File: src/rx_pkg.sv
package rx_pkg;

    ////////////////////////////////////////////////////////////////////////////
    // datapath widths
    ////////////////////////////////////////////////////////////////////////////

    // one signed adc code, also used for the slicer threshold
    typedef logic signed [7:0] adc_code_t;

    // pi control word, same width as the cdr phase code
    typedef logic [8:0] pi_code_t;

    // pi range selector
    typedef logic [4:0] max_sel_t;

    // saturating prbs counters
    typedef logic [31:0] count_t;

    ////////////////////////////////////////////////////////////////////////////
    // constants
    ////////////////////////////////////////////////////////////////////////////

    // prbs7, taps at 7 and 6, generator seeded with all ones
    localparam int unsigned PRBS_ORDER = 7;

    // cycles from reset release until control-valid
    localparam int unsigned RESET_WAIT = 32;

    // receive-bit source
    typedef enum logic {
        SRC_ADC  = 1'b0,
        SRC_BIST = 1'b1
    } rx_src_e;

endpackage

File: src/rx_cfg_if.sv
`timescale 1ns/1ps

interface rx_cfg_if;
    import rx_pkg::*;

    // levels and strobes from the control block
    logic      ctl_valid;
    logic      chk_run;
    rx_src_e   src_sel;
    logic      inj_pulse;
    adc_code_t bit_level;

    modport ctrl (
        output ctl_valid,
        output chk_run,
        output src_sel,
        output inj_pulse,
        output bit_level
    );

    modport dp (
        input ctl_valid,
        input chk_run,
        input src_sel,
        input inj_pulse,
        input bit_level
    );

endinterface

File: src/rx_ctrl.sv
`timescale 1ns/1ps

module rx_ctrl (
    input  logic              clk_adc,
    input  logic              cdr_rstb,
    input  logic              prbs_run_i,
    input  logic              sel_bist_i,
    input  logic              inj_err_i,
    input  rx_pkg::adc_code_t bit_level_i,
    rx_cfg_if.ctrl            cfg,
    output logic              ctl_valid_o
);
    import rx_pkg::*;

    localparam int WAIT_W = $clog2(RESET_WAIT);

    logic [WAIT_W-1:0] wait_cnt;
    logic              ctl_valid_q;
    logic              inj_err_q;
    logic              inj_pulse_q;
    logic              chk_run_q;
    rx_src_e           src_sel_q;

    // wait counter saturates at its last value, ctl_valid follows one edge later
    always_ff @(posedge clk_adc or negedge cdr_rstb) begin
        if (!cdr_rstb) begin
            wait_cnt    <= '0;
            ctl_valid_q <= 1'b0;
        end else begin
            if (wait_cnt != WAIT_W'(RESET_WAIT - 1)) begin
                wait_cnt <= wait_cnt + 1'b1;
            end
            ctl_valid_q <= (wait_cnt == WAIT_W'(RESET_WAIT - 1));
        end
    end

    // inject edge detect, run gating and source select
    always_ff @(posedge clk_adc or negedge cdr_rstb) begin
        if (!cdr_rstb) begin
            inj_err_q   <= 1'b0;
            inj_pulse_q <= 1'b0;
            chk_run_q   <= 1'b0;
            src_sel_q   <= SRC_ADC;
        end else begin
            inj_err_q   <= inj_err_i;
            inj_pulse_q <= inj_err_i & ~inj_err_q;
            chk_run_q   <= prbs_run_i & ctl_valid_q;
            src_sel_q   <= sel_bist_i ? SRC_BIST : SRC_ADC;
        end
    end

    assign cfg.ctl_valid = ctl_valid_q;
    assign cfg.chk_run   = chk_run_q;
    assign cfg.src_sel   = src_sel_q;
    assign cfg.inj_pulse = inj_pulse_q;
    assign cfg.bit_level = bit_level_i;
    assign ctl_valid_o   = ctl_valid_q;

    // the generator flips exactly one bit per inject request
    assert property (@(posedge clk_adc) disable iff (!cdr_rstb)
        cfg.inj_pulse |=> !cfg.inj_pulse);

endmodule

File: src/rx_bit_select.sv
`timescale 1ns/1ps

module rx_bit_select #(
    parameter int num_lanes = 16
) (
    input  logic                                clk_adc,
    input  logic                                cdr_rstb,
    input  rx_pkg::adc_code_t [num_lanes-1:0]   adc_codes_i,
    input  logic [num_lanes-1:0]                bist_bits_i,
    rx_cfg_if.dp                                cfg,
    output logic [num_lanes-1:0]                rx_bits_o
);
    import rx_pkg::*;

    logic [num_lanes-1:0] sliced;

    ////////////////////////////////////////////////////////////////////////////
    // lane slicer
    ////////////////////////////////////////////////////////////////////////////

    // strictly above the threshold reads as a one
    always_comb begin
        for (int k = 0; k < num_lanes; k++) begin
            sliced[k] = ($signed(adc_codes_i[k]) > $signed(cfg.bit_level));
        end
    end

    ////////////////////////////////////////////////////////////////////////////
    // source select
    ////////////////////////////////////////////////////////////////////////////

    always_ff @(posedge clk_adc or negedge cdr_rstb) begin
        if (!cdr_rstb) begin
            rx_bits_o <= '0;
        end else begin
            if (cfg.src_sel == SRC_BIST) begin
                rx_bits_o <= bist_bits_i;
            end else begin
                rx_bits_o <= sliced;
            end
        end
    end

endmodule

File: src/prbs_gen.sv
`timescale 1ns/1ps

module prbs_gen #(
    parameter int num_lanes = 16
) (
    input  logic                 clk_adc,
    input  logic                 cdr_rstb,
    rx_cfg_if.dp                 cfg,
    output logic [num_lanes-1:0] bist_bits_o
);
    import rx_pkg::*;

    // bit 0 holds the newest stream bit, the top bit the oldest
    logic [PRBS_ORDER-1:0] lfsr_q;
    logic [PRBS_ORDER-1:0] lfsr_walk;
    logic [num_lanes-1:0]  word;
    logic [num_lanes-1:0]  inj_mask;
    logic                  new_bit;

    // unroll num_lanes lfsr steps, lane 0 first
    always_comb begin
        lfsr_walk = lfsr_q;
        new_bit   = 1'b0;
        for (int k = 0; k < num_lanes; k++) begin
            new_bit   = lfsr_walk[PRBS_ORDER-1] ^ lfsr_walk[PRBS_ORDER-2];
            word[k]   = new_bit;
            lfsr_walk = {lfsr_walk[PRBS_ORDER-2:0], new_bit};
        end
    end

    // single error on the earliest lane only
    always_comb begin
        inj_mask    = '0;
        inj_mask[0] = cfg.inj_pulse;
    end

    // error goes into the output word only, lfsr keeps running clean
    always_ff @(posedge clk_adc or negedge cdr_rstb) begin
        if (!cdr_rstb) begin
            lfsr_q      <= '1;
            bist_bits_o <= '0;
        end else begin
            lfsr_q      <= lfsr_walk;
            bist_bits_o <= word ^ inj_mask;
        end
    end

endmodule

File: src/prbs_check.sv
`timescale 1ns/1ps

module prbs_check #(
    parameter int num_lanes = 16
) (
    input  logic                 clk_adc,
    input  logic                 cdr_rstb,
    input  logic [num_lanes-1:0] rx_bits_i,
    rx_cfg_if.dp                 cfg,
    output rx_pkg::count_t       err_count_o,
    output rx_pkg::count_t       total_count_o
);
    import rx_pkg::*;

    localparam int CNT_W = $clog2(num_lanes + 1);
    localparam int SUM_W = $bits(count_t) + 1;

    typedef enum logic [1:0] {
        CHK_IDLE,
        CHK_SEED,
        CHK_RUN
    } chk_state_e;

    chk_state_e                      state_q;
    chk_state_e                      state_d;
    // hist_q[0] is the oldest bit
    logic [PRBS_ORDER-1:0]           hist_q;
    logic [num_lanes+PRBS_ORDER-1:0] stream;
    logic [num_lanes-1:0]            bit_err;
    logic [CNT_W-1:0]                n_err;
    logic [SUM_W-1:0]                err_sum;
    logic [SUM_W-1:0]                tot_sum;

    assign stream = {rx_bits_i, hist_q};

    // each bit against the xor of the bits 7 and 6 positions earlier
    always_comb begin
        n_err = '0;
        for (int k = 0; k < num_lanes; k++) begin
            bit_err[k] = stream[k+PRBS_ORDER] ^ stream[k+1] ^ stream[k];
            n_err      = n_err + CNT_W'(bit_err[k]);
        end
    end

    assign err_sum = {1'b0, err_count_o} + SUM_W'(n_err);
    assign tot_sum = {1'b0, total_count_o} + SUM_W'(num_lanes);

    // state of the word being sampled at this edge
    always_comb begin
        case (state_q)
            CHK_IDLE: state_d = cfg.chk_run ? CHK_SEED : CHK_IDLE;
            CHK_SEED: state_d = cfg.chk_run ? CHK_RUN : CHK_IDLE;
            CHK_RUN:  state_d = cfg.chk_run ? CHK_RUN : CHK_IDLE;
            default:  state_d = CHK_IDLE;
        endcase
    end

    always_ff @(posedge clk_adc or negedge cdr_rstb) begin
        if (!cdr_rstb) begin
            state_q       <= CHK_IDLE;
            err_count_o   <= '0;
            total_count_o <= '0;
        end else begin
            state_q <= state_d;
            if (state_d == CHK_RUN) begin
                err_count_o   <= err_sum[SUM_W-1] ? '1 : err_sum[SUM_W-2:0];
                total_count_o <= tot_sum[SUM_W-1] ? '1 : tot_sum[SUM_W-2:0];
            end
        end
    end

    // last PRBS_ORDER bits carried over the word boundary
    always_ff @(posedge clk_adc) begin
        if (state_d != CHK_IDLE) begin
            hist_q <= stream[num_lanes+PRBS_ORDER-1:num_lanes];
        end
    end

    assert property (@(posedge clk_adc) disable iff (!cdr_rstb)
        err_count_o <= total_count_o);

endmodule

File: src/pi_code_map.sv
`timescale 1ns/1ps

module pi_code_map #(
    parameter int num_pi_out = 4
) (
    input  logic                                clk_adc,
    input  logic                                cdr_rstb,
    input  rx_pkg::pi_code_t [num_pi_out-1:0]   pi_phase_i,
    input  rx_pkg::max_sel_t [num_pi_out-1:0]   pi_max_sel_i,
    input  rx_pkg::pi_code_t [num_pi_out-1:0]   pi_offset_i,
    rx_cfg_if.dp                                cfg,
    output rx_pkg::pi_code_t [num_pi_out-1:0]   pi_code_o
);
    import rx_pkg::*;

    // one spare bit so that 16 * 32 does not wrap before the minus one
    localparam int SW = $bits(pi_code_t) + 1;

    pi_code_t [num_pi_out-1:0] scale;
    pi_code_t [num_pi_out-1:0] mapped;

    for (genvar j = 0; j < num_pi_out; j++) begin : g_map
        logic [SW-1:0] scale_wide;

        // scale = 16 * (max_sel + 1) - 1
        assign scale_wide = ((SW'(pi_max_sel_i[j]) + SW'(1)) << 4) - SW'(1);
        assign scale[j]   = scale_wide[SW-2:0];
        assign mapped[j]  = (pi_phase_i[j] % scale[j]) + pi_offset_i[j];

        assert property (@(posedge clk_adc) disable iff (!cdr_rstb)
            scale[j] != '0);
    end

    // pi codes stay parked at zero until control is valid
    always_ff @(posedge clk_adc or negedge cdr_rstb) begin
        if (!cdr_rstb) begin
            pi_code_o <= '0;
        end else begin
            pi_code_o <= cfg.ctl_valid ? mapped : '0;
        end
    end

endmodule

File: src/rx_test_core.sv
`timescale 1ns/1ps

module rx_test_core #(
    parameter int num_lanes  = 16,
    parameter int num_pi_out = 4
) (
    input  logic                                clk_adc,
    input  logic                                cdr_rstb,
    input  rx_pkg::adc_code_t [num_lanes-1:0]   adc_codes_i,
    input  logic                                prbs_run_i,
    input  logic                                sel_bist_i,
    input  logic                                inj_err_i,
    input  rx_pkg::adc_code_t                   bit_level_i,
    input  rx_pkg::pi_code_t [num_pi_out-1:0]   pi_phase_i,
    input  rx_pkg::max_sel_t [num_pi_out-1:0]   pi_max_sel_i,
    input  rx_pkg::pi_code_t [num_pi_out-1:0]   pi_offset_i,
    output logic                                ctl_valid_o,
    output rx_pkg::pi_code_t [num_pi_out-1:0]   pi_code_o,
    output rx_pkg::count_t                      err_count_o,
    output rx_pkg::count_t                      total_count_o
);

    rx_cfg_if cfg_bus ();

    logic [num_lanes-1:0] bist_bits;
    logic [num_lanes-1:0] rx_bits;

    ////////////////////////////////////////////////////////////////////////////
    // control
    ////////////////////////////////////////////////////////////////////////////

    rx_ctrl ctrl_i (
        .clk_adc     (clk_adc),
        .cdr_rstb    (cdr_rstb),
        .prbs_run_i  (prbs_run_i),
        .sel_bist_i  (sel_bist_i),
        .inj_err_i   (inj_err_i),
        .bit_level_i (bit_level_i),
        .cfg         (cfg_bus.ctrl),
        .ctl_valid_o (ctl_valid_o)
    );

    ////////////////////////////////////////////////////////////////////////////
    // bist path and checker
    ////////////////////////////////////////////////////////////////////////////

    prbs_gen #(.num_lanes(num_lanes)) prbs_gen_i (
        .clk_adc     (clk_adc),
        .cdr_rstb    (cdr_rstb),
        .cfg         (cfg_bus.dp),
        .bist_bits_o (bist_bits)
    );

    rx_bit_select #(.num_lanes(num_lanes)) bit_sel_i (
        .clk_adc     (clk_adc),
        .cdr_rstb    (cdr_rstb),
        .adc_codes_i (adc_codes_i),
        .bist_bits_i (bist_bits),
        .cfg         (cfg_bus.dp),
        .rx_bits_o   (rx_bits)
    );

    prbs_check #(.num_lanes(num_lanes)) prbs_check_i (
        .clk_adc       (clk_adc),
        .cdr_rstb      (cdr_rstb),
        .rx_bits_i     (rx_bits),
        .cfg           (cfg_bus.dp),
        .err_count_o   (err_count_o),
        .total_count_o (total_count_o)
    );

    // pi control codes for the analog core
    pi_code_map #(.num_pi_out(num_pi_out)) pi_map_i (
        .clk_adc      (clk_adc),
        .cdr_rstb     (cdr_rstb),
        .pi_phase_i   (pi_phase_i),
        .pi_max_sel_i (pi_max_sel_i),
        .pi_offset_i  (pi_offset_i),
        .cfg          (cfg_bus.dp),
        .pi_code_o    (pi_code_o)
    );

endmodule

File: config.mk
export PLATFORM = sky130hd
export DESIGN_NAME = rx_test_core
export DESIGN_NICKNAME = d
export VERILOG_FILES = /design/src/rx_pkg.sv /design/src/rx_cfg_if.sv /design/src/rx_ctrl.sv /design/src/rx_bit_select.sv /design/src/prbs_gen.sv /design/src/prbs_check.sv /design/src/pi_code_map.sv /design/src/rx_test_core.sv
export SDC_FILE = /design/constraint.sdc
export NUM_CORES = 1
export LEC_CHECK = 0
export ABC_AREA = 1
export BUFFER_PORTS_ARGS = -buffer_cell sky130_fd_sc_hd__buf_2
export CAP_MARGIN = 20
export CORE_MARGIN = 2
export CORE_UTILIZATION = 55
export CTS_BUF_LIST = sky130_fd_sc_hd__clkbuf_4
export DETAILED_ROUTE_END_ITERATION = 8
export GPL_TIMING_DRIVEN = 0
export PLACE_DENSITY = 0.79
export SETUP_SLACK_MARGIN = 0.2
export SYNTH_ARGS = -nofsm -noshare
export SYNTH_HDL_FRONTEND = slang
export SYNTH_SLANG_ARGS = --single-unit
File: constraint.sdc
create_clock -name clk_adc -period 8.21 [get_ports clk_adc]
set_input_delay 0.821 -clock clk_adc [delete_from_list [all_inputs] [get_ports clk_adc]]
set_output_delay 0.821 -clock clk_adc [all_outputs]
set_load 0.02 [all_outputs]
==> results of run 1 <==
-- through the flow --
step | worst slack (ns) | hold slack [ns] | utilization | area (µm²) | setup TNS, ns
2_1_floorplan | -0.7517 | 0.3763 | - | 18630 | -4.994
3_3_place_gp | -1.975 | 0.3903 | 0.6419 | 20830 | -33.49
3_5_place_dp | -2.175 | 0.4019 | 0.6430 | 20870 | -42.92
4_1_cts | -0.5496 | 0.1543 | 0.7619 | 24730 | -2.499
-- cell families after synthesis --
family | count (synthesis) | synth area share
mux | 1 | 0.0006241
flops | 155 | 0.2174
xor+xnor | 167 | 0.08273
fa+ha+maj | 267 | 0.1914
compound gates | 366 | 0.1137
simple gates | 1112 | 0.2963
buf+inv | 456 | 0.09785
-- cell usage after synthesis, types with 14 or more instances --
| cell | count | area, µm² |
|---|---|---|
| nand2_1 | 502 | 1884 |
| inv_1 | 413 | 1550 |
| ha_1 | 252 | 3153 |
| nor2_1 | 185 | 694.4 |
| nand3_1 | 161 | 805.8 |
| o21ai_0 | 147 | 735.7 |
| dfrtp_1 | 141 | 3528 |
| a21oi_1 | 134 | 670.6 |
| xor2_1 | 103 | 902.1 |
| xnor2_1 | 60 | 525.5 |
| nor3_1 | 49 | 245.2 |
| nand2_2 | 48 | 300.3 |
| nand4_1 | 44 | 275.3 |
| nand3_2 | 37 | 370.4 |
| nor2_2 | 23 | 143.9 |
| inv_2 | 18 | 67.56 |
| a211oi_1 | 16 | 120.1 |
| nand2_4 | 16 | 180.2 |
| fa_1 | 15 | 300.3 |
| o211ai_1 | 14 | 105.1 |
-- routing by layer --
| layer | track usage | GRT overflow |
|---|---|---|
| met4 | 0.5571 | 0 |
| met1 | 0.6022 | 0 |
| met3 | 0.4609 | 0 |
| met2 | 0.8088 | 2 |
| met5 | 0.3333 | 0 |
-- what timing repair did --
item / 4_1_cts
gates resized for setup: 316
hold endpoints to repair: 0
buffers inserted: 290
endpoints found under the setup margin: 34
pin swaps: 226
==> run_results.csv, run 1 <==
group,metric,value,unit
placed_design,dp.cells,3296,
floorplan,std_cell_rows,66,
floorplan,initial_utilization,0.5559,
yosys,yosysSeqAreaShare,0.2174,
yosys,synth-main-ff-cell,"dfrtp_1",
status,status,"aborted with a tool error",
clock_network,htree_levels,4,
yosys,synthesis.instances,2524,
yosys,avgSynthCellArea,7.148,µm²
floorplan,io_pins,334,
clock_network,hold_buffers,0,
yosys,synth-edff-count,7,
placed_design,gp_congestion,0.8934,
yosys,ys_ff_latch,155,
yosys,synth_nets,3024,
floorplan,die_w,185.1,µm
global_route,overflow,2,
clock_network,cts-buffers-inserted,17,
placed_design,portBuffers,329,
yosys,yosysWarnings,0,
status,tool.error,"[ERROR GRT-0232] Routing congestion too high. Check the congestion heatmap in the GUI.",
global_route,grt_max_degree,91,
floorplan,die_y,185.1,µm
sta,worst_path_end_type,"sequential cell input",
placed_design,place_hpwl,39680,µm
global_route,track_usage,0.6164,
yosys,async_reset_ff_frac,0.9548,
clock_network,clock_sinks,155,
clock_network,cts_max_path_buffers,2,
yosys,ys_types,61,
sta,postGrtWorstEndpoint,"pi_map_i.pi_code_o[17]$_DFF_PN0_/D",
clock_network,root_buffer,"clkbuf_4",
status,lastStage,"5_1_grt",
yosys,netlist_area,18040,µm²
==> run 2: changes to the inputs <==
--- a/config.mk
+++ b/config.mk
@@ -9,12 +9,10 @@
 export BUFFER_PORTS_ARGS = -buffer_cell sky130_fd_sc_hd__buf_2
 export CAP_MARGIN = 20
 export CORE_MARGIN = 2
-export CORE_UTILIZATION = 55
-export CTS_BUF_LIST = sky130_fd_sc_hd__clkbuf_4
+export CORE_UTILIZATION = 40
 export DETAILED_ROUTE_END_ITERATION = 8
 export GPL_TIMING_DRIVEN = 0
-export PLACE_DENSITY = 0.79
-export SETUP_SLACK_MARGIN = 0.2
+export PLACE_DENSITY_LB_ADDON = 0.15
 export SYNTH_ARGS = -nofsm -noshare
 export SYNTH_HDL_FRONTEND = slang
 export SYNTH_SLANG_ARGS = --single-unit
==> run 2 against run 1 <==
  * The flow now finishes, with violations (setup timing)
  * Synthesized cell count stayed put
  * Area after synthesis stayed put
==> run_results.csv, run 2 <==
group,metric,value,unit
sta,period_minus_slack,9.220,ns
clock_network,hold_buffers,0,
global_route,grt_pass1_wl,91020,µm
job,drv_cap,0,
final_layout,top_regs,"pi_map_i.pi_code_o x36, prbs_check_i.err_count_o x32, prbs_check_i.total_count_o x29",
yosys,synthesis.instances,2524,
yosys,yosysSeqAreaShare,0.2174,
placed_design,portBuffers,329,
yosys,synth_top_area_share,0.1956,
sta,rsz0062_at_grt,"yes",
yosys,synth-main-ff-cell,"dfrtp_1",
route,drc,0,
floorplan,io_pins,334,
yosys,async_reset_ff_frac,0.9548,
worst_setup_path,critPathMaxFanout,5,
yosys,ys_types,61,
worst_setup_path,r2r_cells,32,
min_path,hold_class,"in2async",
yosys,yosysWarnings,0,
sta,fin_tns_setup,-8.687,ns
final_layout,largest_reg_flops,36,
final_layout,drive_gt1_frac,0.4008,
final_layout,seq_area,3923,µm²
floorplan,initial_utilization,0.4062,
global_route,grt_max_degree,85,
floorplan,die_y,216.4,µm
yosys,synth_nets,3024,
global_route,grt_antenna_before_repair,15,
sta,setup_ws,-1.010,ns
yosys,synth_top_area_cell,"dfrtp_1",
sta,max_freq,0.1085,GHz
worst_setup_path,worst_setup_path_end_kind,"flop",
floorplan,dieArea,46820,µm²
clock_network,cts-buffers-inserted,17,
floorplan,core_region_area,44410,µm²
status,violations,"setup timing",
sta,finClkSkew,0.02132,ns
yosys,synth_area_leaders,"dfrtp_1, ha_1, nand2_1, inv_1, xor2_1",
final_layout,design_area,26170,µm²
final_layout,multi_input_area,14800,µm²
final_layout,final_common_cell,"nand2_1",
power,ir_worst_vdd,0.4940,mV
sta,setup_viol,19,
status,status,"finished, violations left",
yosys,avgSynthCellArea,7.148,µm²
global_route,overflow,0,
sta,worst_slew_pin_slew,0.9971,ns
clock_network,cts_tree,"yes",
sta,min_period_over_period,1.123,
sta,relSlewSlack,0.3353,
clock_network,root_buffer,"clkbuf_16",
worst_setup_path,cp-startpoint,"pi_max_sel_i[11]",
worst_setup_path,rrSetupSlack,0.80,ns
route,final_antenna_net_count,0,
final_layout,area_growth,45.03,%
yosys,yosysMostFrequentCell,"nand2_1",
worst_setup_path,endpoint,"pi_map_i.pi_code_o[26]$_DFF_PN0_",
global_route,first_global_vias,19380,
route,wl_per_cell,15.33,µm
yosys,netlist_area,18040,µm²
yosys,synth_common_cells,"nand2_1, inv_1, ha_1",
placed_design,pre_cts_slack,-2.271,ns
global_route,track_usage,0.2356,
worst_setup_path,cp_slowest_cell,"ha_1",
final_layout,largest-register,"pi_map_i.pi_code_o",
power,p_leak,13.32,nW
worst_setup_path,cp-start-kind,"input pin",
clock_network,clock_sinks,155,
power,power_density,249.4,nW/µm²
route,totalWireLength,58360,µm
clock_network,clock_latency,0.43,ns
clock_network,cts.clk_slew.worst_paths,0.07,ns
placed_design,place_hpwl,41380,µm
final_layout,num-fill-cells,3858,
route,dr.pass1.iters,5,
worst_setup_path,path_class,"in2reg",
route,drt_iter0_markers,802,
final_layout,nNetsFinal,3686,
clock_network,cts_max_path_buffers,2,
worst_setup_path,critPathArrivalTime,9.58,ns
sta,report.final.hold_viol_count,0,
clock_network,htree_levels,4,
yosys,synth-edff-count,7,
placed_design,gp_congestion,0.9091,
route,vias,19300,
floorplan,die_w,216.4,µm
worst_setup_path,r2r-end,"prbs_check_i.err_count_o[31]$_DFFE_PN0N_",
worst_setup_path,cpPeakStageDelay,0.34,ns
sta,maxSlewViolCount,0,
final_layout,mostFrequentLayoutCells,"nand2_1, inv_1, buf_2",
placed_design,place_area,21050,µm²
worst_setup_path,crit_top_cell,"buf_4",
yosys,ys_ff_latch,155,
worst_setup_path,crit_required,8.57,ns
worst_setup_path,rr_startpoint,"bit_sel_i.rx_bits_o[0]$_DFF_PN0_",
floorplan,std_cell_rows,77,
route,vias_per_cell,5.070,
==> run 2: per-stage QoR <==
stage | cells | total power [W] | hold slack, ns | utilization
after floorplan | 2524 | 0.003931 | 0.3763 | -
after global placement | 3445 | 0.004639 | 0.3920 | 0.4733
after detailed placement | 3446 | 0.004768 | 0.3886 | 0.4740
after CTS | 3743 | 0.006232 | 0.3949 | 0.5600
after global routing | 3805 | 0.007191 | 0.4167 | 0.5891
final | 3807 | 0.006525 | 0.3827 | 0.5892
==> run 2: worst min-delay path by stage <==
stage / from / to / slack [ns] / cells past startpoint
6_report: cdr_rstb / ctrl_i.cfg.src_sel$_DFF_PN0_ / 0.38 / 1
5_1_grt: cdr_rstb / prbs_gen_i.bist_bits_o[0]$_DFF_PN0_ / 0.42 / 1
4_1_cts: cdr_rstb / ctrl_i.cfg.src_sel$_DFF_PN0_ / 0.39 / 1
3_5_place_dp: ctrl_i.inj_err_q$_DFF_PN0_ / ctrl_i.cfg.inj_pulse$_DFF_PN0_ / 0.39 / 1
3_3_place_gp: ctrl_i.inj_err_q$_DFF_PN0_ / ctrl_i.cfg.inj_pulse$_DFF_PN0_ / 0.39 / 1
2_1_floorplan: ctrl_i.inj_err_q$_DFF_PN0_ / ctrl_i.cfg.inj_pulse$_DFF_PN0_ / 0.38 / 1
==> run 2: worst max-delay path, delay by kind of cell <==
kind | cells | cell delay, ns
and+or+nand+nor | 24 | 2.37
buffers and inverters | 22 | 2.29
AOI/OAI and AO/OA | 9 | 1.49
adders and majority gates | 7 | 1.90
xor gates and xnor gates | 4 | 0.65
==> run 2: metal layers <==
metal  global-route usage  vias to the layer above  share of wire  wire, µm
met5                    0                        -              0         0
met4              0.09406                        0          0.037      2163
met3              0.02863                      168          0.035      2040
met2               0.4353                      492           0.52     30080
met1               0.2752                     9022           0.41     24070
li1                     -                     9619              -         -
==> run 2: cell families after synthesis <==
logic type / Yosys count / synth area share
simple gates: 1112 / 0.2963
xor+xnor: 167 / 0.08273
mux: 1 / 0.0006241
compound gates: 366 / 0.1137
fa+ha+maj: 267 / 0.1914
buf+inv: 456 / 0.09785
flops: 155 / 0.2174
==> run 2: final cells by class <==
cell class / instances / share of cell area
Inverter: 434 / 0.06579
Clock buffer: 17 / 0.01626
Antenna cell: 16 / 0.001530
Multi-Input combinational cell: 1914 / 0.5655
Tap cell: 592 / 0.02831
Buffer: 22 / 0.005212
Clock inverter: 15 / 0.007411
Sequential cell: 155 / 0.1499
Timing Repair Buffer: 642 / 0.1601
==> run 2: power by group <==
group / leakage, nW / switching, W / internal (W)
combinational: 11.1 / 0.00260 / 0.00213
clock: 0.299 / 0.000385 / 0.000415
sequential: 1.94 / 0.0000805 / 0.000909
==> run 2: what timing repair did <==
item	4_1_cts	5_1_grt
resized for setup	273	236
buffers inserted	287	90
cloned	1	0
endpoints found under the hold margin	0	0
setup endpoints to repair	34	31
pin swaps	229	172
(Power assumes the default switching activity.)
